==> config.mk <==
export PLATFORM = sky130hd
export DESIGN_NAME = ahb_fabric
export DESIGN_NICKNAME = d
export VERILOG_FILES = /design/src/hw/ahb_sub_pkg.sv /design/src/hw/ahb_fabric.sv
export SDC_FILE = /design/constraint.sdc
export NUM_CORES = 1
export LEC_CHECK = 0
export BUFFER_PORTS_ARGS = -buffer_cell sky130_fd_sc_hd__buf_4
export CAP_MARGIN = 10
export CORE_AREA = 2 2 68 70
export CTS_BUF_LIST = sky130_fd_sc_hd__clkbuf_8
export CTS_CLUSTER_SIZE = 20
export DETAILED_ROUTE_END_ITERATION = 12
export DIE_AREA = 0 0 70 72
export PLACE_DENSITY = 0.69
export RECOVER_POWER = 50
export SLEW_MARGIN = 20
export SYNTH_ARGS = -nofsm -noshare
export SYNTH_HDL_FRONTEND = slang
export SYNTH_SLANG_ARGS = --single-unit
==> constraint.sdc <==
create_clock -name hclk_i -period 1.66 [get_ports hclk_i]
set_clock_uncertainty 0.15 [all_clocks]
set_input_delay 0.166 -clock hclk_i [delete_from_list [all_inputs] [get_ports hclk_i]]
set_output_delay 0.166 -clock hclk_i [all_outputs]
set_load 0.01 [all_outputs]
==> src/hw/ahb_sub_pkg.sv <==
////////////////////
// Shared bus types, address map and timer register layout for the
// AHB-Lite peripheral subsystem. Imported by every RTL block and the
// testbench.
////////////////////

package ahb_sub_pkg;

  ////////////////////
  // Bus widths
  localparam int ADDR_W = 32;
  localparam int DATA_W = 32;

  // HTRANS encodings, NONSEQ and SEQ carry a transfer
  typedef enum logic [1:0] {
    TR_IDLE   = 2'b00,
    TR_BUSY   = 2'b01,
    TR_NONSEQ = 2'b10,
    TR_SEQ    = 2'b11
  } htrans_e;

  typedef enum logic [2:0] {
    SZ_BYTE = 3'b000,
    SZ_HALF = 3'b001,
    SZ_WORD = 3'b010
  } hsize_e;

  // Master outputs, address phase fields first
  typedef struct packed {
    logic [ADDR_W-1:0] haddr;
    logic              hwrite;
    hsize_e            hsize;
    htrans_e           htrans;
    logic [DATA_W-1:0] hwdata;  // Data phase
    logic              hsel;
  } ahb_req_t;

  // One slave response, hresp high is ERROR
  typedef struct packed {
    logic [DATA_W-1:0] hrdata;
    logic              hreadyout;
    logic              hresp;
  } ahb_rsp_t;

  typedef enum logic [1:0] {
    SLV_RAM   = 2'd0,
    SLV_TIMER = 2'd1,
    SLV_NONE  = 2'd2   // Default slave or no transfer
  } slv_e;

  ////////////////////
  // Address map
  localparam logic [ADDR_W-1:0] RAM_BASE = 32'h2000_0000;
  localparam logic [ADDR_W-1:0] RAM_MASK = 32'hFFFF_F000;
  localparam logic [ADDR_W-1:0] TMR_BASE = 32'h4000_0400;
  localparam logic [ADDR_W-1:0] TMR_MASK = 32'hFFFF_FFF0;

  // Timer word offsets, haddr[3:2]
  typedef enum logic [1:0] {
    REG_CTRL    = 2'd0,  // [0] enable, [1] irq enable
    REG_COUNT   = 2'd1,  // Read only
    REG_COMPARE = 2'd2,
    REG_STATUS  = 2'd3   // [0] match flag, write 1 to clear
  } timer_reg_e;

  // Register block to counter
  typedef struct packed {
    logic              enable;
    logic              irq_en;
    logic [DATA_W-1:0] compare;
  } timer_cfg_t;

endpackage

==> src/hw/ahb_fabric.sv <==
////////////////////
// Single-master AHB-Lite fabric. Decodes the address into slave
// selects, tracks the data-phase owner and returns its response.
// Unmapped transfers get a two-cycle ERROR from the default slave.
////////////////////

`timescale 1ns/100ps

module ahb_fabric
  import ahb_sub_pkg::*;
(
  input  logic     hclk_i,
  input  logic     rst_i,
  input  ahb_req_t req_i,
  input  ahb_rsp_t ram_rsp_i,
  input  ahb_rsp_t tmr_rsp_i,
  output logic     ram_sel_o,
  output logic     tmr_sel_o,
  output logic     hready_o,
  output ahb_rsp_t rsp_o
);

  typedef enum logic {
    ERR_IDLE,
    ERR_SECOND
  } err_state_e;

  logic       addr_active;
  logic       accept;
  logic       ram_hit;
  logic       tmr_hit;
  slv_e       dp_slv;       // Owner of the current data phase
  logic       err_pend;     // Unmapped transfer in data phase
  err_state_e err_state;
  ahb_rsp_t   err_rsp;

  ////////////////////
  // Address decode
  assign addr_active = (req_i.htrans == TR_NONSEQ) || (req_i.htrans == TR_SEQ);
  assign ram_hit     = req_i.hsel && ((req_i.haddr & RAM_MASK) == RAM_BASE);
  assign tmr_hit     = req_i.hsel && ((req_i.haddr & TMR_MASK) == TMR_BASE);
  assign ram_sel_o   = ram_hit;
  assign tmr_sel_o   = tmr_hit;
  assign accept      = req_i.hsel && addr_active && hready_o;

  // Data phase owner, moves only while HREADY is high
  always_ff @(posedge hclk_i) begin
    if (rst_i) begin
      dp_slv   <= SLV_NONE;
      err_pend <= 1'b0;
    end else if (hready_o) begin
      if (accept && ram_hit) begin
        dp_slv <= SLV_RAM;
      end else if (accept && tmr_hit) begin
        dp_slv <= SLV_TIMER;
      end else begin
        dp_slv <= SLV_NONE;
      end
      err_pend <= accept && !ram_hit && !tmr_hit;
    end
  end

  ////////////////////
  // Default slave
  always_ff @(posedge hclk_i) begin
    if (rst_i) begin
      err_state <= ERR_IDLE;
    end else begin
      case (err_state)
        ERR_IDLE: begin
          if (err_pend) begin
            err_state <= ERR_SECOND;
          end
        end
        ERR_SECOND: err_state <= ERR_IDLE;
        default:    err_state <= ERR_IDLE;
      endcase
    end
  end

  // First cycle stalls, second cycle completes
  assign err_rsp.hrdata    = '0;
  assign err_rsp.hreadyout = !(err_pend && (err_state == ERR_IDLE));
  assign err_rsp.hresp     = err_pend;

  // Response mux
  always_comb begin
    case (dp_slv)
      SLV_RAM:   rsp_o = ram_rsp_i;
      SLV_TIMER: rsp_o = tmr_rsp_i;
      default:   rsp_o = err_rsp;
    endcase
  end

  assign hready_o = rsp_o.hreadyout;  // Combined HREADY back to all slaves

endmodule

# ---- After elaboration in Yosys (flattened, before gate mapping)
# Cells that the tools add are included.
dict set report totals {
  register_bits 4
  input_bits 141
  out_inout_bits 37
  wordCells 28
}
dict set report classes {
  n_eq_ne 5
  n_mux 5
  n_bitwise 1
  n_reduce_logical 14
}
# op count
set ops {}
lappend ops {{34-bit one-hot mux with 2 select lines} 1}
lappend ops {{28-bit by 27-bit == test with 1-bit output, second input constant} 1}
lappend ops {{20-bit by 18-bit == test with 1-bit output, second input constant} 1}
lappend ops {{1-bit logical AND} 9}
lappend ops {{2-bit == test, second input constant} 2}
lappend ops {{2-bit 2-to-1 mux} 2}
lappend ops {{1-bit logical NOT} 3}
lappend ops {{2-bit by 1-bit == test with 1-bit output, second input constant} 1}
lappend ops {{2-bit logical NOT} 1}
lappend ops {{1-bit one-hot mux with 2 select lines} 1}
lappend ops {{1-bit logical OR} 1}
lappend ops {{1-bit 2-to-1 mux} 1}
lappend ops {{1-bit inverter} 1}

# ---- Logic depth before layout (Yosys ltp)
# Gate-level depths: netlist of run 1.
dict set report logic_depth {
  ltp_word 8
  ltp_mapped 5
  ltp_nobuf 4
}

# ---- Worst setup path before layout of run 1
# Ideal clock, no wire load.
dict set report synth_path {
  path_kind {reg2reg}
  start {register dp_slv[0]}
  end {register dp_slv[0]}
  setup_time_ns 0.070
  arrival_time_ns 1.433
  required_ns 1.440
  slack_ns 0.007
  path_stages_with_launch 6
  synth_period_minus_slack_ns 1.653
  path_cell_list {dfxtp_1 > buf_4 > mux2i_1 > a211o_1 > or4_1 > a21oi_1}
}
dict set report synth_via {
  elab_chain_len 6
}
# element line_no
set synth_lines {}
lappend synth_lines {{from (decl)} ahb_fabric.sv:32} ;# slv_e dp_slv;
lappend synth_lines {{from (signal assigned)} ahb_fabric.sv:49} ;# dp_slv <= SLV_NONE;
lappend synth_lines {{from (signal assigned)} ahb_fabric.sv:53} ;# dp_slv <= SLV_RAM;
lappend synth_lines {{from (signal assigned)} ahb_fabric.sv:55} ;# dp_slv <= SLV_TIMER;
lappend synth_lines {{2-bit by 1-bit == test with 1-bit output / 2-bit logical NOT (equally long branches)} ahb_fabric.sv:88} ;# case (dp_slv)
lappend synth_lines {{34-bit one-hot mux with 2 select lines *} ahb_fabric.sv:88}
lappend synth_lines {{1-bit logical AND} ahb_fabric.sv:44} ;# assign accept = req_i.hsel && addr_active && hready_o;
lappend synth_lines {{1-bit logical AND} ahb_fabric.sv:54} ;# end else if (accept && tmr_hit) begin
lappend synth_lines {{2-bit 2-to-1 mux} ahb_fabric.sv:54}
lappend synth_lines {{2-bit 2-to-1 mux} ahb_fabric.sv:52} ;# if (accept && ram_hit) begin
# Mark *: on every way between the ends. The rest lies on a longest branch, timed or not.
# A chain may end at the register's enable or synchronous reset.

# ---- Worst setup path after layout of run 1
# Ends and elaborated chain as after synthesis.

==> results of run 1 <==
## power breakdown
group | total [uW] | internal (uW) | switching (uW)
registers | 101 | 98.3 | 2.36
logic | 320 | 218 | 102
clock network | 203 | 154 | 48.8
## cell usage in the layout, fill, tap and decap left out, drive strengths merged, types with 3 or more instances in the layout
cell / count
mux2i: 34
nor4: 4
nor2: 35
clkbuf: 19
nand2: 3
dfxtp: 4
buf: 134
## cell type report
cell class	instances	area, sq um	share of cell area (%)
sequential	4	83.8	4.12
timing repair buffer	151	1100	54.2
tap	52	65.1	3.20
inverter	2	7.51	0.369
multi-input combinational	97	733	36.0
clock buffer	3	41.3	2.03
## state kept, by name, summed over array words and instances (netlist names)
name       cells
err_pend       1
dp_slv         2
err_state      1
## stage by stage
step | setup TNS, ns | std cells
3_5_place_dp | -0.453 | 302
3_3_place_gp | -0.389 | 302
2_1_floorplan | 0 | 112
5_1_grt | -0.0483 | 309
6_report | 0 | 309
4_1_cts | 0 | 307
## timing repair
item	4_1_cts	5_1_grt
hold endpoints to repair	1	0
pin swaps	4	6
endpoints found under the setup margin	37	28
hold buffers	1	0
setup buffers	1	2
gates resized for setup	9	12
## critical path: stages, from the launching register on
cell and delay [ns]:
dfxtp_4 0.35, mux2i_4 0.19, a211o_1 0.31, or4_4 0.42, a21oi_2 0.12
## final timing paths
path	startpoint	endpoint	slack, ns	cells after the start
setup / recovery	dp_slv[0]	dp_slv[0]	0.05	4
hold / removal	tmr_rsp_i[1]	dp_slv[0]	0.22	4
setup reg to reg	dp_slv[0]	dp_slv[0]	0.05	4
hold reg to reg	err_state	err_state	0.26	1
## logic make-up after synthesis
logic type | Yosys count
and+or+nand+nor | 55
DFF | 4
buffers and inverters | 11
muxes | 34
AOI/OAI and AO/OA | 8
## routing by layer
| layer | part of all wire [%] | up-vias |
|---|---|---|
| met5 | 0 | - |
| met4 | 0.75 | 0 |
| met3 | 11 | 4 |
| met2 | 52 | 83 |
| met1 | 36 | 592 |
| li1 | - | 690 |
==> summary.md, run 1 <==
| Metric | Value |
|---|---|
| Routed vias | `1369` |
| Initial core utilization | `18.5%` |
| Ys flop type | `dfxtp_1` |
| Min Hold Slack | `~0.22 ns` |
| VDD IR max | `217 uV` |
| Layout cell share with drive strength beyond 1 | `a little under three fifths` |
| Initial antenna violation count | `0` |
| Ports | `~180` |
| Syn_area_per_cell | `about 7.0 sq um` |
| DIE AREA | `0.00504 sq mm` |
| Xor/xnor share of the synthesized area | `0%` |
| Largest net degree at the start of global routing | `35` |
| Diode count | `0` |
| HPWL after DPL | `around 3100 microns` |
| Critical path type | `reg2reg` |
| Clk root buf | `clkbuf_8` |
| Synth top area share | `between 40% and 50%` |
| Worst-path clk slew | `0.03 ns` |
| Post-synthesis mux area share | `between 40% and 50%` |
| Endpoints failing setup | `0` |
| First-pass iteration count of the detailed router | `2` |
| Commonest cells in the synthesized netlist | `nor2_1 (35), mux2i_1 (34), dfxtp_1 (4), nor4_1 (4)` |
| Gate count of the mapped netlist | `between 100 and 150` |
| Worst path required time | `roughly 1.7 ns` |
| Worst slack at placement | `-0.200 ns` |
| P_leak | `slightly above 0.0009 uW` |
| Synth Area in Adders | `0%` |
| GRT met1 Usage | `between 10% and 20%` |
| Floorplan Core Area | `0.00426 sq mm` |
| Least-Margin Pin Slew | `0.329 ns` |
| Number of global-route vias before repair | `roughly 1.3k` |
| PnR worst setup slack | `approximately 0.049 ns` |
| Worst hold path type | `in2reg` |
| CP arrival | `1.61 ns` |
| Post-synth EDFFs | `0` |
| Final Critical Period | `between 1.5 and 2 ns` |
| Rows | `24` |
| CP Max Fanout | `2` |
| Post-DRT Antenna Nets | `0` |
| Most area-consuming cells after synthesis | `mux2i_1 (43%), nor2_1 (17%), dfxtp_1 (10%)` |
| Period utilization | `97.0%` |
| I/O Buffers | `~140` |
| GRT met2 Usage | `roughly a quarter` |
| Outcome | `finished clean` |
| Flops & latches, synth | `4` |
| Initial DRC Count | `17` |
| Dpl cell area | `about 0.0019 sq mm` |
| Largest family of logic cells by synthesized area | `multiplexers` |
| Syn nets | `253` |
| First-pass GRT wire length | `5690 microns` |
| Post-route design area | `0.00203 sq mm` |
| Largest buffer count on any clock path | `2` |
| Peak Freq | `slightly above 0.6 GHz` |
| Die width | `around 70 microns` |
| CP Capture Type | `register` |
| Synth cell types | `24` |
| Routed len/inst | `around 12 microns` |
| Yosys warns | `0` |
| Grt met3 use | `under 10%` |
| Ys async rst share | `0%` |
| Die height | `a little over 70 microns` |
| Gr busiest metal | `met2` |
| Relative slew slack | `approximately 80%` |
| Power Density | `between 300 and 400 mW/mm^2` |
| Vias per cell | `about 4.4` |
| Synth area leader | `mux2i_1` |
| WL final | `3750 microns` |
| Max cap viols | `0` |
| Grt ovf | `0` |
| Worst skew pair latency | `0.22 ns` |
| # nets final | `400` |
| Clock sink total | `4` |
| H-tree depth | `1` |
| Slew Limit Fails | `0` |
| GPL Wtd Cong | `0.713` |
| Simple-Gate Fraction of Synth Area | `about a third` |
| Hold Fails Final Rpt | `0` |
| Compound-gate portion of the synthesized area | `between 6 and 7%` |
| Gr usage total | `a little over an eighth` |
| Mapped Area | `788 sq um` |
| Startpoint types | `register` |
| Most common cell in the netlist | `nor2_1` |
| CTS tree | `built` |
| Synth-to-Final Area Change | `158%` |
| Filler cells | `between 400 and 500` |
| CTS buffer count | `3` |
| Post-layout util | `a little under half` |
| Final Power | `about 620 uW` |
| DRC viols | `0` |
| RSZ-0062 raised after global routing | `true` |
| Sequential share of the synthesized area | `between 10% and 20%` |
Power figures use the tool's default switching activity.
==> inputs of run 2 (changes only) <==
Settings changed: CORE_AREA 2 2 68 70 to 2 2 69 71, DIE_AREA 0 0 70 72 to 0 0 71 73, PLACE_DENSITY 0.69 to 0.65.
Clock period 1.66 ns to 1.9 ns, I/O delays scaled along.
==> summary.md, run 2 (synthesis gave the netlist of run 1 again) <==
| Metric | Value |
|---|---|
| Max cap viols | `0 (unchanged)` |
| VDD IR max | `284 uV (+31%)` |
| Worst hold path type | `in2reg` |
| Worst path required time | `1.56 ns (-0.10 ns)` |
| Min Hold Slack | `0.00937 ns (-0.215 ns)` |
| Peak Freq | `just under 0.6 GHz` |
| Endpoints failing setup | `0 (unchanged)` |
| Die height | `73 microns (+1.4%)` |
| Reg power frac | `17.2% (+1.1 points)` |
| Relative slew slack | `71.6% (-6.3 points)` |
| Synth-to-Final Area Change | `135%` |
| Post-DRT Antenna Nets | `0 (unchanged)` |
| Rows | `25 (+4.2%)` |
| Period utilization | `between 90% and 100%` |
| Critical path's top delay family | `buffers and inverters` |
| Worst setup startpoint | `dp_slv[0]` |
| Least-Margin Pin Slew | `0.426 ns (+0.0974 ns)` |
| Post-route design area | `0.00185 sq mm (-9.0%)` |
| Clk pwr share | `33.8% (+1.2 points)` |
| Number of global-route vias before repair | `1281 (-0.078%)` |
| Combinational power share | `48.9% (-2.4 points)` |
| Dpl cell area | `0.00186 sq mm (-2.6%)` |
| H-tree depth | `1 (unchanged)` |
| Diode count | `0 (unchanged)` |
| Worst-path cell chain | `clkbuf_2 > mux2i_1 > nor2_1 > clkbuf_1` |
| Final Critical Period | `1.72 ns` |
| R2R cell count | `4 (unchanged)` |
| Post-layout util | `40.8% (-6.9 points)` |
| Top Registers | `dp_slv: 2 flops, err_pend: 1 flops, err_state: 1 flops` |
| Worst skew pair latency | `0.22 ns (about the same)` |
| DRC viols | `0 (unchanged)` |
| # nets final | `389 (-2.8%)` |
| Placed Cells incl. Taps | `297 (-1.7%)` |
| WL final | `3620 microns (-3.5%)` |
| Power Density | `280 mW/mm^2 (-8.7%)` |
| Clk root buf | `clkbuf_8` |
| Critical R2R Capture | `dp_slv[0]` |
| Clock sink total | `4 (unchanged)` |
| WP buf/inv | `2 (+2)` |
| Initial core utilization | `17.4% (-1.1 points)` |
| RSZ-0062 raised after global routing | `false` |
| Hold Fails Final Rpt | `0 (unchanged)` |
| Die width | `71 microns (+1.4%)` |
| DIE AREA | `0.00518 sq mm (+2.8%)` |
| Vias per cell | `4.46 (+0.59%)` |
| P_int | `395 uW (-16%)` |
| Startpoint types | `register` |
| Hold Crit Depth | `2 (-2)` |
| Grt ovf | `0 (unchanged)` |
| First-pass GRT wire length | `5330 microns (-6.4%)` |
| Worst path depth | `4 (unchanged)` |
| CTS tree | `built` |
| CP arrival | `1.38 ns (-0.23 ns)` |
| Routed vias | `1337 (-2.3%)` |
| Layout cell share with drive strength beyond 1 | `52.8% (-4.7 points)` |
| Outcome | `finished clean` |
| Switching Share | `23.9% (-0.72 points)` |
| Max reg flops | `2 (unchanged)` |
| Critical-path top delay cell | `clkbuf_2` |
| Post-Layout Cell Count | `300 (-2.9%)` |
| Largest net degree at the start of global routing | `36 (+2.9%)` |
| CTS buffer count | `3 (unchanged)` |
| CP Max Fanout | `14 (+12)` |
| Ports | `178 (unchanged)` |
| R2r setup slk | `0.25 ns (+0.20 ns)` |
| Slew Limit Fails | `0 (unchanged)` |
| Initial DRC Count | `28 (+11)` |
| Hold-fix buffers, CTS | `0 (-1)` |
| Hold Crit Start | `rst_i` |
| Worst-path clk slew | `0.03 ns (about the same)` |
| Filler cells | `485 (+7.8%)` |
| CP Capture Type | `output pin` |
| Critical path type | `reg2out` |
| HPWL after DPL | `3070 microns (-1.0%)` |
| Most common cell after layout, fill and taps aside | `buf_4` |
| Initial antenna violation count | `0 (unchanged)` |
| Min-Delay Endpoint | `dp_slv[0]` |
| Commonest cells after routing, fill and taps aside | `buf_4 (124), nor2_1 (35), mux2i_1 (34)` |
| Final Power | `518 uW (-17%)` |
| I/O Buffers | `136 (unchanged)` |
| Largest buffer count on any clock path | `2 (unchanged)` |
| Postcts setup bufs | `0 (-1)` |
| Switching power | `124 uW (-19%)` |
| First-pass iteration count of the detailed router | `3 (+1)` |
| Crit path largest cell delay | `0.38 ns (-0.04 ns)` |
| GPL Wtd Cong | `0.723 (+1.4%)` |
| Routed len/inst | `12.1 microns (-0.57%)` |
| Gr usage total | `12.7% (-0.85 points)` |
| Biggest register | `dp_slv` |
| P_leak | `0.000842 uW (-7.7%)` |
| Floorplan Core Area | `0.00454 sq mm (+6.4%)` |
| Reg2Reg Launch Point | `err_pend` |
## run 2: changes by cell type in the layout (fill, tap and decap cells not counted), sizes merged
cell	change
buf	-10
dlygate4sd3	-1
## run 2: power by group through the flow
stage / sequential (uW) / combinational [uW] / clock [uW]
floorplan: 89.4 / 66.7 / 0
finish: 89.2 / 254 / 175
detailed placement: 90.3 / 261 / 0
global route: 89.7 / 277 / 190
global placement: 90.1 / 256 / 0
CTS: 89.3 / 262 / 180
## run 2: worst register-to-register path: stages (launching register included)
cell and delay (ns):
dfxtp_1 0.32, and3b_1 0.23, a211o_1 0.25, or4_1 0.49, a21oi_1 0.15
## run 2: how the worst max path moves through the flow
stage                            to
final                     rsp_o[29]
after global routing      ram_sel_o
after CTS                 dp_slv[1]
after detailed placement  dp_slv[1]
after global placement    dp_slv[1]
after floorplan           dp_slv[1]
## run 2: timing repair
action / 4_1_cts / 5_1_grt
hold endpoints to repair: 0 / 0
gates resized for setup: 0 / 1
endpoints found under the setup margin: 0 / 1
## run 2: stage by stage
stage          setup TNS (ns)  worst slack [ns]
2_1_floorplan               0             0.238
3_3_place_gp          -0.0295           -0.0295
3_5_place_dp          -0.0785           -0.0785
4_1_cts                     0             0.143
5_1_grt                     0            0.0479
6_report                    0             0.177
## run 2: final cells by class
type,count,area [sq um],area share (%)
clock buffers,3,41.3,2.23
inverters,2,7.51,0.405
multi-input cells,97,662,35.7
flip-flops and latches,4,81.3,4.39
well taps,54,67.6,3.65
repair buffers,140,992,53.6
## run 2: per-layer routing
| metal | track usage, % | vias to the layer above | part of all wire (%) |
|---|---|---|---|
| met2 | 24.3 | 91 | 50 |
| met1 | 13.8 | 575 | 39 |
| li1 | - | 667 | - |
| met4 | 4.40 | 0 | 1.1 |
| met3 | 2.49 | 4 | 11 |
| met5 | 0 | - | 0 |
