==> config.mk <==
export PLATFORM = sky130hd
export DESIGN_NAME = timer_regs
export DESIGN_NICKNAME = d
export VERILOG_FILES = /design/src/hw/ahb_sub_pkg.sv /design/src/hw/timer_regs.sv
export SDC_FILE = /design/constraint.sdc
export NUM_CORES = 1
export LEC_CHECK = 0
export ABC_AREA = 1
export BUFFER_PORTS_ARGS = -buffer_cell sky130_fd_sc_hd__buf_2
export CORE_AREA = 2 2 75 77
export CTS_CLUSTER_DIAMETER = 40
export DETAILED_ROUTE_END_ITERATION = 7
export DIE_AREA = 0 0 77 79
export PLACE_DENSITY = 0.8
export SLEW_MARGIN = 20
export SYNTH_ARGS = -nofsm -noshare
export SYNTH_HDL_FRONTEND = slang
export SYNTH_SLANG_ARGS = --single-unit
==> constraint.sdc <==
create_clock -name hclk_i -period 3.7 [get_ports hclk_i]
set_input_delay 1.11 -clock hclk_i [delete_from_list [all_inputs] [get_ports hclk_i]]
set_output_delay 1.11 -clock hclk_i [all_outputs]
set_load 0.01 [all_outputs]
==> src/hw/ahb_sub_pkg.sv <==
////////////////////
// Shared bus types, address map and timer register layout for the
// AHB-Lite peripheral subsystem. Imported by every RTL block and the
// testbench.
////////////////////

package ahb_sub_pkg;

  ////////////////////
  // Bus widths
  localparam int ADDR_W = 32;
  localparam int DATA_W = 32;

  // HTRANS encodings, NONSEQ and SEQ carry a transfer
  typedef enum logic [1:0] {
    TR_IDLE   = 2'b00,
    TR_BUSY   = 2'b01,
    TR_NONSEQ = 2'b10,
    TR_SEQ    = 2'b11
  } htrans_e;

  typedef enum logic [2:0] {
    SZ_BYTE = 3'b000,
    SZ_HALF = 3'b001,
    SZ_WORD = 3'b010
  } hsize_e;

  // Master outputs, address phase fields first
  typedef struct packed {
    logic [ADDR_W-1:0] haddr;
    logic              hwrite;
    hsize_e            hsize;
    htrans_e           htrans;
    logic [DATA_W-1:0] hwdata;  // Data phase
    logic              hsel;
  } ahb_req_t;

  // One slave response, hresp high is ERROR
  typedef struct packed {
    logic [DATA_W-1:0] hrdata;
    logic              hreadyout;
    logic              hresp;
  } ahb_rsp_t;

  typedef enum logic [1:0] {
    SLV_RAM   = 2'd0,
    SLV_TIMER = 2'd1,
    SLV_NONE  = 2'd2   // Default slave or no transfer
  } slv_e;

  ////////////////////
  // Address map
  localparam logic [ADDR_W-1:0] RAM_BASE = 32'h2000_0000;
  localparam logic [ADDR_W-1:0] RAM_MASK = 32'hFFFF_F000;
  localparam logic [ADDR_W-1:0] TMR_BASE = 32'h4000_0400;
  localparam logic [ADDR_W-1:0] TMR_MASK = 32'hFFFF_FFF0;

  // Timer word offsets, haddr[3:2]
  typedef enum logic [1:0] {
    REG_CTRL    = 2'd0,  // [0] enable, [1] irq enable
    REG_COUNT   = 2'd1,  // Read only
    REG_COMPARE = 2'd2,
    REG_STATUS  = 2'd3   // [0] match flag, write 1 to clear
  } timer_reg_e;

  // Register block to counter
  typedef struct packed {
    logic              enable;
    logic              irq_en;
    logic [DATA_W-1:0] compare;
  } timer_cfg_t;

endpackage

==> src/hw/timer_regs.sv <==
////////////////////
// AHB-Lite register block of the timer. Holds CTRL and COMPARE,
// reads back the live count and the match flag, and turns a STATUS
// write of 1 into a one-cycle clear strobe for the counter.
////////////////////

`timescale 1ns/100ps

module timer_regs
  import ahb_sub_pkg::*;
(
  input  logic              hclk_i,
  input  logic              rst_i,
  input  logic              hsel_i,
  input  logic              hready_i,
  input  ahb_req_t          req_i,
  input  logic [DATA_W-1:0] count_i,
  input  logic              flag_i,
  output ahb_rsp_t          rsp_o,
  output timer_cfg_t        cfg_o,
  output logic              flag_clr_o
);

  logic              accept;
  logic              dp_wr;
  timer_reg_e        dp_reg;
  logic              wr_en;
  timer_cfg_t        cfg_q;
  logic [DATA_W-1:0] rdata;

  assign accept = hsel_i && hready_i &&
                  ((req_i.htrans == TR_NONSEQ) || (req_i.htrans == TR_SEQ));

  ////////////////////
  // Address phase capture
  always_ff @(posedge hclk_i) begin
    if (rst_i) begin
      dp_wr  <= 1'b0;
      dp_reg <= REG_CTRL;
    end else if (hready_i) begin
      dp_wr <= accept && req_i.hwrite;
      if (accept) begin
        dp_reg <= timer_reg_e'(req_i.haddr[3:2]);
      end
    end
  end

  assign wr_en = dp_wr && hready_i;  // Last cycle of a write data phase

  // COUNT and STATUS are not stored here
  always_ff @(posedge hclk_i) begin
    if (rst_i) begin
      cfg_q <= '0;
    end else if (wr_en) begin
      case (dp_reg)
        REG_CTRL: begin
          cfg_q.enable <= req_i.hwdata[0];
          cfg_q.irq_en <= req_i.hwdata[1];
        end
        REG_COMPARE: cfg_q.compare <= req_i.hwdata;
        default: begin
        end
      endcase
    end
  end

  assign flag_clr_o = wr_en && (dp_reg == REG_STATUS) && req_i.hwdata[0];
  assign cfg_o      = cfg_q;

  ////////////////////
  // Read back
  always_comb begin
    case (dp_reg)
      REG_CTRL:    rdata = {{(DATA_W-2){1'b0}}, cfg_q.irq_en, cfg_q.enable};
      REG_COUNT:   rdata = count_i;
      REG_COMPARE: rdata = cfg_q.compare;
      REG_STATUS:  rdata = {{(DATA_W-1){1'b0}}, flag_i};
      default:     rdata = '0;
    endcase
  end

  assign rsp_o = '{hrdata: rdata, hreadyout: 1'b1, hresp: 1'b0};

endmodule

Yosys cells after proc, flatten, opt, wreduce, memory -nomap -nowiden
Index checks and enable logic that the tools add are counted.
Word-level totals
  register bits: 37
  input bits: 108
  output and inout port bits: 69
Cells by class
  equality and inequality tests: 5
  multiplexer cells: 1
  reductions and logical operators: 11
Operator list (count)
  32-bit case mux with 4 select lines: 1
  2-bit == test (second input constant): 4
  1-bit logical AND: 6
  2-bit AND reduction: 3
  2-bit by 1-bit == test with 1-bit output (second input constant): 1
  2-bit zero test: 1
  1-bit logical OR: 1

Longest topological paths before layout
Gate-level depths: netlist of the first run.
  depth after elaboration: 4
  gate-level depth with buffers: 7
  mapped depth without buffers: 6

Worst setup path before layout of the first run
OpenSTA, ideal clock, no wires.
  kind: input -> output
  start point: in hready_i
  end point: out flag_clr_o
  arrival time: 1.400 ns
  data required time: 2.590 ns
  path slack: 1.190 ns
  stages: 2
  cell sequence: nand2_1 -> nor2_1
On the way
  cells in the longest elaborated chain, start to end: 3
RTL lines
  from (decl): RTL line timer_regs.sv:15  | input logic hready_i,
  1-bit logical AND: RTL line timer_regs.sv:48  | assign wr_en = dp_wr && hready_i;
  1-bit logical AND (2 in series): RTL line timer_regs.sv:67  | assign flag_clr_o = wr_en && (dp_reg == REG_STATUS) && req_i.hwdata[0];
  to (decl): RTL line timer_regs.sv:21  | output logic flag_clr_o
No other way between the ends.

==> results.cfg, run 1 <==
[power_and_ir_drop]
power_density_nw_per_um2 = 279
p_clk_share_pct = 33.9
p_sw_share_pct = 24.4
seqPwrFrac_pct = 52.1
combPwrFrac_pct = 14.0
power.internal_mw = 0.585
ir_drop_mv = 0.140
p_sw_mw = 0.189
cellLeakagePower_nw = 1.72

[status]
outcome = finished clean

[timing]
rsz0062_at_grt = no
period_needed_ps = 2960
timing.fmax_mhz = 338
worst_pin_slew_ps = 906
relSlewSlack_pct = 39.3
post-route-period-util_pct = 79.9
slew_violations = 0
whs_ps = 468
setup_violations = 0
clock_skew_ps = 2.90
fin_setup_tns_ps = 0
finalHoldViolCount = 0

[yosys]
syn-num-nets = 456
synth_cell_types = 15
netlist.area_leader.share_pct = 37.9
ys_seq_area_share_pct = 37.9
ys_warn_count = 0
synth_area_um2 = 1960
syn_avg_cell_area_um2 = 5.62
synth_seq_cells = 37
syn_inst = 348
synth_area_leaders = dfxtp_1 (38%), nand2_1 (33%), nor2_1 (14%)
synth_area_leader_cell = dfxtp_1

[placed_design]
portBuffers = 139
hpwl_um = 3970
placed_area_um2 = 2690
gp_congestion = 0.728

[cells_and_area]
fillCellCount = 564
nNetsFinal = 588
final_cell_mix = nand2_1 (171), buf_2 (139), nor2_1 (70), dfxtp_1 (37), inv_1 (35)
largest_reg_flops = 34
layout_commonest_cell = nand2_1
final_util_pct = 52.0
layout-drive-gt1-share_pct = 31.4
area_delta_synth_final_pct = 41.8
final_cell_area_um2 = 2770
antenna_cells = 0

[flow_run]
maxCapViolations = 0

[cts]
htreeDepth = 2
clockRootBuffer = clkbuf_8
cts_tree = yes
hold_buffers = 0
clock-sinks = 37
cts_buffers = 5
clock_path_buffers = 2
clk-insertion-delay-late_ps = 280
post-cts-setup-buffers = 0
clk_pin_slew_worst_paths_ps = 70
cts-resized-gates = 0

[global_route]
grt_usage_pct = 17.3
gr-total-overflow = 0
grt_pass1_wl_um = 8650
antenna_found_initial = 0
grt_max_degree = 35
grt_pass1_vias = 2009

[worst_setup_path]
end_kind = output port
worst-path-max-fanout = 22
critPathKind = register to output port
cp.arrival_ps = 1850
cp.required_ps = 2590
startpoint_type = register

[route]
wl_per_cell_um = 9.48
postRouteWirelength_um = 5250
vias = 2358
first_iter_violations = 84
drt_pass1_iterations = 4
viasPerCell = 4.26
drc = 0
ant_nets = 0

[die]
die_x_um = 77
fp.dieH_um = 79
die_area_um2 = 6080
core_area_um2 = 5340
initial_core_util_pct = 36.7
rows = 27
io_pins = 177

[min_path]
min_path_type = register to register
-- kinds of logic after synthesis --
family / synth area share (%)
compound gates: 0.767
flops: 37.9
buf+inv: 11.5
other cells: 0.384
simple gates: 49.5
-- synth_stat cells --
library cell	n
inv_2	1
nor2_2	1
nand2_1	171
clkbuf_1	3
buf_2	12
buf_4	2
dfxtp_1	37
nand4_1	2
nor2_4	1
clkinv_1	1
inv_1	35
nand3_1	6
a21oi_1	3
nor2_1	71
conb_1	2
-- power by group through the flow --
stage / Combinational (mW) / Sequential, mW / Clock, mW
floorplan: 0.0527 / 0.413 / 0
global placement: 0.107 / 0.412 / 0
detailed placement: 0.109 / 0.413 / 0
CTS: 0.110 / 0.403 / 0.276
global route: 0.125 / 0.404 / 0.290
finish: 0.108 / 0.404 / 0.262
-- through the flow --
step | instances | setup slack (ps) | power, mW
global placement | 545 | 983 | 0.519
floorplan | 348 | 1190 | 0.465
CTS | 553 | 703 | 0.789
global route | 553 | 469 | 0.818
detailed placement | 545 | 975 | 0.522
finish | 553 | 743 | 0.774
-- layer usage --
| metal | GRT usage [%] | routed length, um |
|---|---|---|
| met1 | 20.5 | 2280 |
| met2 | 30.9 | 2560 |
| met5 | 0 | 0 |
| met4 | 4.82 | 23 |
| met3 | 4.55 | 377 |
-- critical path: stages, from the launching register on --
cell     delay [ps]
dfxtp_1         430
inv_1           100
nor2_2          400
buf_4           340
nand2_1         100
nand2_1          70
buf_2           120
-- worst paths after layout --
path	startpoint	endpoint	slack, ps	depth (start not counted)
max	dp_reg[1]$_SDFFE_PP0P_	rsp_o[21]	740	6
min	dp_wr$_SDFFE_PP0P_	dp_wr$_SDFFE_PP0P_	470	2
max reg2reg	dp_reg[1]$_SDFFE_PP0P_	cfg_o[21]$_SDFFE_PP0P_	2070	6
min reg2reg	dp_wr$_SDFFE_PP0P_	dp_wr$_SDFFE_PP0P_	470	2
-- layout make-up --
cell class / count / area (um2) / area share, %
Timing Repair Buffer: 142 / 731 / 26.3
Clock buffer: 8 / 80.1 / 2.89
Inverter: 37 / 139 / 5.01
Multi-Input combinational cell: 257 / 993 / 35.8
Sequential cell: 37 / 741 / 26.7
Tap cell: 72 / 90.1 / 3.25
Power figures use the tool's default switching activity.
==> run 2: changes to the inputs <==
--- a/config.mk
+++ b/config.mk
@@ -7,11 +7,11 @@
 export LEC_CHECK = 0
 export ABC_AREA = 1
 export BUFFER_PORTS_ARGS = -buffer_cell sky130_fd_sc_hd__buf_2
-export CORE_AREA = 2 2 75 77
+export CORE_AREA = 2 2 79 81
 export CTS_CLUSTER_DIAMETER = 40
 export DETAILED_ROUTE_END_ITERATION = 7
-export DIE_AREA = 0 0 77 79
-export PLACE_DENSITY = 0.8
+export DIE_AREA = 0 0 81 83
+export PLACE_DENSITY = 0.76
 export SLEW_MARGIN = 20
 export SYNTH_ARGS = -nofsm -noshare
 export SYNTH_HDL_FRONTEND = slang
==> constraint.sdc (replaced) <==
create_clock -name hclk_i -period 2.4 [get_ports hclk_i]
set_input_delay 0.72 -clock hclk_i [delete_from_list [all_inputs] [get_ports hclk_i]]
set_output_delay 0.72 -clock hclk_i [all_outputs]
set_load 0.01 [all_outputs]
==> results.cfg, run 2 (synthesized netlist as in run 1, its figures left out) <==
[route]
vias = 2370
drc = 0
drt_pass1_iterations = 4
postRouteWirelength_um = 5220
first_iter_violations = 44
ant_nets = 0
viasPerCell = 4.23
wl_per_cell_um = 9.32

[cells_and_area]
antenna_cells = 0
nNetsFinal = 592
largest_reg_flops = 34
fillCellCount = 630
layout_commonest_cell = nand2_1
seqCellArea_um2 = 741
multi_input_area_um2 = 993
final_cell_mix = nand2_1 (171), buf_2 (139), nor2_1 (70), dfxtp_1 (37), inv_1 (35)
final_cells = 560
layout-drive-gt1-share_pct = 32.0
area_delta_synth_final_pct = 43.5

[timing]
finalHoldViolCount = 0
post-route-period-util_pct = 90.3
clock_skew_ps = 1.25
slew_violations = 0
timing.fmax_mhz = 461
whs_ps = 463
setup_violations = 0
rsz0062_at_grt = no
fin_setup_tns_ps = 0
period_needed_ps = 2170

[worst_setup_path]
cp_common_cell = nand2_1
critPathSlowestCell = dfxtp_1
path_cells = inv_1, nor2_2, buf_4, nand2_1, nand2_1, buf_2
critPathTopFamily = buffers and inverters
worstReg2RegStart = dp_reg[1]$_SDFFE_PP0P_
worst-path-max-fanout = 18
critPathKind = register to output port
end_kind = output port
startpoint = dp_reg[1]$_SDFFE_PP0P_
cp.required_ps = 1680
path_buf_inv = 3
startpoint_type = register
cp.arrival_ps = 1450
critPathMaxStageDelay_ps = 440

[cts]
htreeDepth = 2
clk-insertion-delay-late_ps = 280
post-cts-setup-buffers = 0
hold_buffers = 0
cts_tree = yes
clk_pin_slew_worst_paths_ps = 70
cts-resized-gates = 0
clock_path_buffers = 2
cts_buffers = 5
clockRootBuffer = clkbuf_8
clock-sinks = 37

[power_and_ir_drop]
seqPwrFrac_pct = 51.7
ir_drop_mv = 0.221
p_clk_share_pct = 34.0
p_sw_mw = 0.297
power_density_nw_per_um2 = 428
combPwrFrac_pct = 14.2
cellLeakagePower_nw = 1.74
p_sw_share_pct = 24.7
p_total_mw = 1.20
power.internal_mw = 0.905

[global_route]
antenna_found_initial = 1
gr-total-overflow = 0
grt_usage_pct = 15.0
grt_max_degree = 63
grt_pass1_vias = 1994
grt_pass1_wl_um = 8180

[placed_design]
portBuffers = 139
hpwl_um = 4050
gp_congestion = 0.758
dpl.cell_count = 552

[die]
core_area_um2 = 5820
initial_core_util_pct = 33.6
io_pins = 177
die_area_um2 = 6720
die_x_um = 81
fp.dieH_um = 83
rows = 28

[status]
outcome = finished clean

[flow_run]
maxCapViolations = 0

[min_path]
min_path_type = register to register
min-delay-start = dp_wr$_SDFFE_PP0P_
-- run 2: cell types whose count changed in the layout (fill, tap and decap cells not counted) --
cell | previous run | this run
buf_4 | 2 | 6
-- run 2: area by class of cell --
cell class	instances	share of cell area, %
clock buffer	8	2.85
timing repair buffer	146	27.1
inverter	37	4.95
sequential	37	26.4
multi-input combinational	257	35.4
tap	75	3.34
-- run 2: worst paths after layout --
check / endpoint / slack, ps / cells after the start
worst max-delay path: rsp_o[8] / 230 / 6
worst min-delay path: dp_wr$_SDFFE_PP0P_ / 460 / 2
worst max register to register: cfg_o[18]$_SDFFE_PP0P_ / 1140 / 6
worst min register to register: dp_wr$_SDFFE_PP0P_ / 460 / 2
-- run 2: power by group through the flow --
stage                     clock, mW  sequential [mW]  combinational (mW)
after floorplan                   0            0.636              0.0813
after global placement            0            0.636               0.169
after detailed placement          0            0.636               0.172
after CTS                     0.433            0.622               0.173
after global routing          0.469            0.622               0.194
final                         0.409            0.622               0.171
-- run 2: stage by stage --
| stage | util (%) | cell area (um2) | worst slack, ps |
|---|---|---|---|
| after floorplan | - | 1960 | 670 |
| after global placement | 46.9 | 2730 | 488 |
| after detailed placement | 46.9 | 2730 | 480 |
| after CTS | 48.3 | 2810 | 203 |
| after global routing | 48.3 | 2810 | 104 |
| final | 48.3 | 2810 | 233 |
-- run 2: worst reg2reg max path, cell delays in order, from the launching register on --
cell and delay, ps:
dfxtp_1 440, nand2_1 130, nor2_4 120, buf_12 240, nand2_1 130, nand2_1 70, nor2_1 40
-- run 2: layer usage --
metal / global-route usage [%] / part of all wire (%) / wire length (um)
met3: 4.89 / 8.2 / 427
met2: 27.9 / 50 / 2590
met1: 15.9 / 41 / 2160
met4: 3.24 / 0.57 / 30
met5: 0 / 0.25 / 13
==> run 3: changes to the inputs <==
--- a/config.mk
+++ b/config.mk
@@ -7,11 +7,12 @@
 export LEC_CHECK = 0
 export ABC_AREA = 1
 export BUFFER_PORTS_ARGS = -buffer_cell sky130_fd_sc_hd__buf_2
-export CORE_AREA = 2 2 79 81
+export CORE_AREA = 2 2 78 80
+export CTS_BUF_LIST = sky130_fd_sc_hd__clkbuf_8
 export CTS_CLUSTER_DIAMETER = 40
 export DETAILED_ROUTE_END_ITERATION = 7
-export DIE_AREA = 0 0 81 83
-export PLACE_DENSITY = 0.76
+export DIE_AREA = 0 0 80 82
+export PLACE_DENSITY = 0.78
 export SLEW_MARGIN = 20
 export SYNTH_ARGS = -nofsm -noshare
 export SYNTH_HDL_FRONTEND = slang
==> results.cfg, run 3 (synthesized netlist as in run 1, its figures left out) <==
[status]
outcome = finished clean

[cts]
cts-resized-gates = 0
cts_buffers = 5
clock-sinks = 37
post-cts-setup-buffers = 0
clockRootBuffer = clkbuf_8
clock_path_buffers = 2
hold_buffers = 0
clk_pin_slew_worst_paths_ps = 70
clk-insertion-delay-late_ps = 280
cts_tree = yes
htreeDepth = 2

[die]
io_pins = 177
die_area_um2 = 6560
core_area_um2 = 5750
fp.dieH_um = 82
rows = 28
initial_core_util_pct = 34.1
die_x_um = 80

[worst_setup_path]
path_cells = inv_1, nor2_2, buf_4, nand2_1, nand4_1, buf_2
startpoint_type = register
cp.arrival_ps = 1470
critPathSlowestCell = dfxtp_1
worst-path-max-fanout = 20
cp.required_ps = 1680
end_kind = output port
critPathMaxStageDelay_ps = 430
critPathKind = register to output port

[cells_and_area]
antenna_cells = 0
largest_reg_flops = 34
nNetsFinal = 591
layout-drive-gt1-share_pct = 32.1
layout_commonest_cell = nand2_1
area_delta_synth_final_pct = 42.8
final_cell_mix = nand2_1 (171), buf_2 (139), nor2_1 (70), dfxtp_1 (37), inv_1 (36)

[timing]
whs_ps = 476
post-route-period-util_pct = 91.2
clock_skew_ps = 2.72
timing.fmax_mhz = 457
relSlewSlack_pct = 38.8
rsz0062_at_grt = no
slew_violations = 0
finalHoldViolCount = 0
setup_violations = 0
worst_pin_slew_ps = 912
period_needed_ps = 2190
fin_setup_tns_ps = 0
layout_setup_ws_ps = 212

[route]
postRouteWirelength_um = 5190
drc = 0
drt_pass1_iterations = 4
ant_nets = 0
viasPerCell = 4.18
first_iter_violations = 72
wl_per_cell_um = 9.31
vias = 2332

[global_route]
grt_max_degree = 35
grt_usage_pct = 15.1
antenna_found_initial = 0
gr-total-overflow = 0
grt_pass1_wl_um = 7940
grt_pass1_vias = 1984

[power_and_ir_drop]
power_density_nw_per_um2 = 435
cellLeakagePower_nw = 1.74
ir_drop_mv = 0.204

[placed_design]
gp_congestion = 0.763
hpwl_um = 3980
pre_cts_ws_ps = 334
portBuffers = 139

[flow_run]
maxCapViolations = 0

[min_path]
min_path_type = register to register
==> run 3: cell types whose count changed in the layout (fill, tap and decap cells not counted) <==
cell	change
clkbuf_1	-3
clkbuf_8	+1
inv_1	+1
buf_12	-1
==> run 3: worst paths after layout <==
| check | slack [ps] | endpoint | cells past startpoint | start |
|---|---|---|---|---|
| min reg2reg | 480 | cfg_o[32]$_SDFFE_PP0P_ | 2 | cfg_o[32]$_SDFFE_PP0P_ |
| max reg2reg | 1130 | cfg_o[7]$_SDFFE_PP0P_ | 6 | dp_reg[1]$_SDFFE_PP0P_ |
| min | 480 | cfg_o[32]$_SDFFE_PP0P_ | 2 | cfg_o[32]$_SDFFE_PP0P_ |
| max | 210 | rsp_o[2] | 6 | dp_reg[1]$_SDFFE_PP0P_ |
==> run 3: critical path: cells and delay by family, from the launching register on <==
family	cells	cell delay (ps)
buffers and inverters	3	480
flip-flops	1	430
AND/OR/NAND/NOR	3	290
==> run 3: where the power goes <==
part	leakage [nW]	internal [mW]	switching [mW]	total, mW
sequential	0.298	0.618	0.00424	0.622
combinational	1.39	0.0799	0.0889	0.169
clock	0.0485	0.223	0.201	0.425
total	1.74	0.921	0.295	1.22
==> run 3: layer usage <==
layer	up-vias	GRT usage [%]	wire [um]
met5	-	0	0
met4	0	7.12	84
met3	10	3.30	396
met2	89	28.2	2510
met1	962	16.0	2200
li1	1271	-	-
==> run 3: layout make-up <==
cell class	count	area, um2
clock inverter	1	3.75
inverter	37	139
fill	616	2950
sequential	37	741
clock buffer	6	82.6
timing repair buffer	145	741
multi-input combinational	257	993
tap	75	93.8
==> run 3: through the flow <==
step           cell area (um2)  utilization (%)  instances  power, mW
2_1_floorplan             1960                -        348      0.717
3_3_place_gp              2710             47.1        551      0.803
3_5_place_dp              2710             47.1        551      0.806
4_1_cts                   2790             48.6        558       1.24
5_1_grt                   2790             48.6        558       1.29
6_report                  2790             48.6        558       1.22
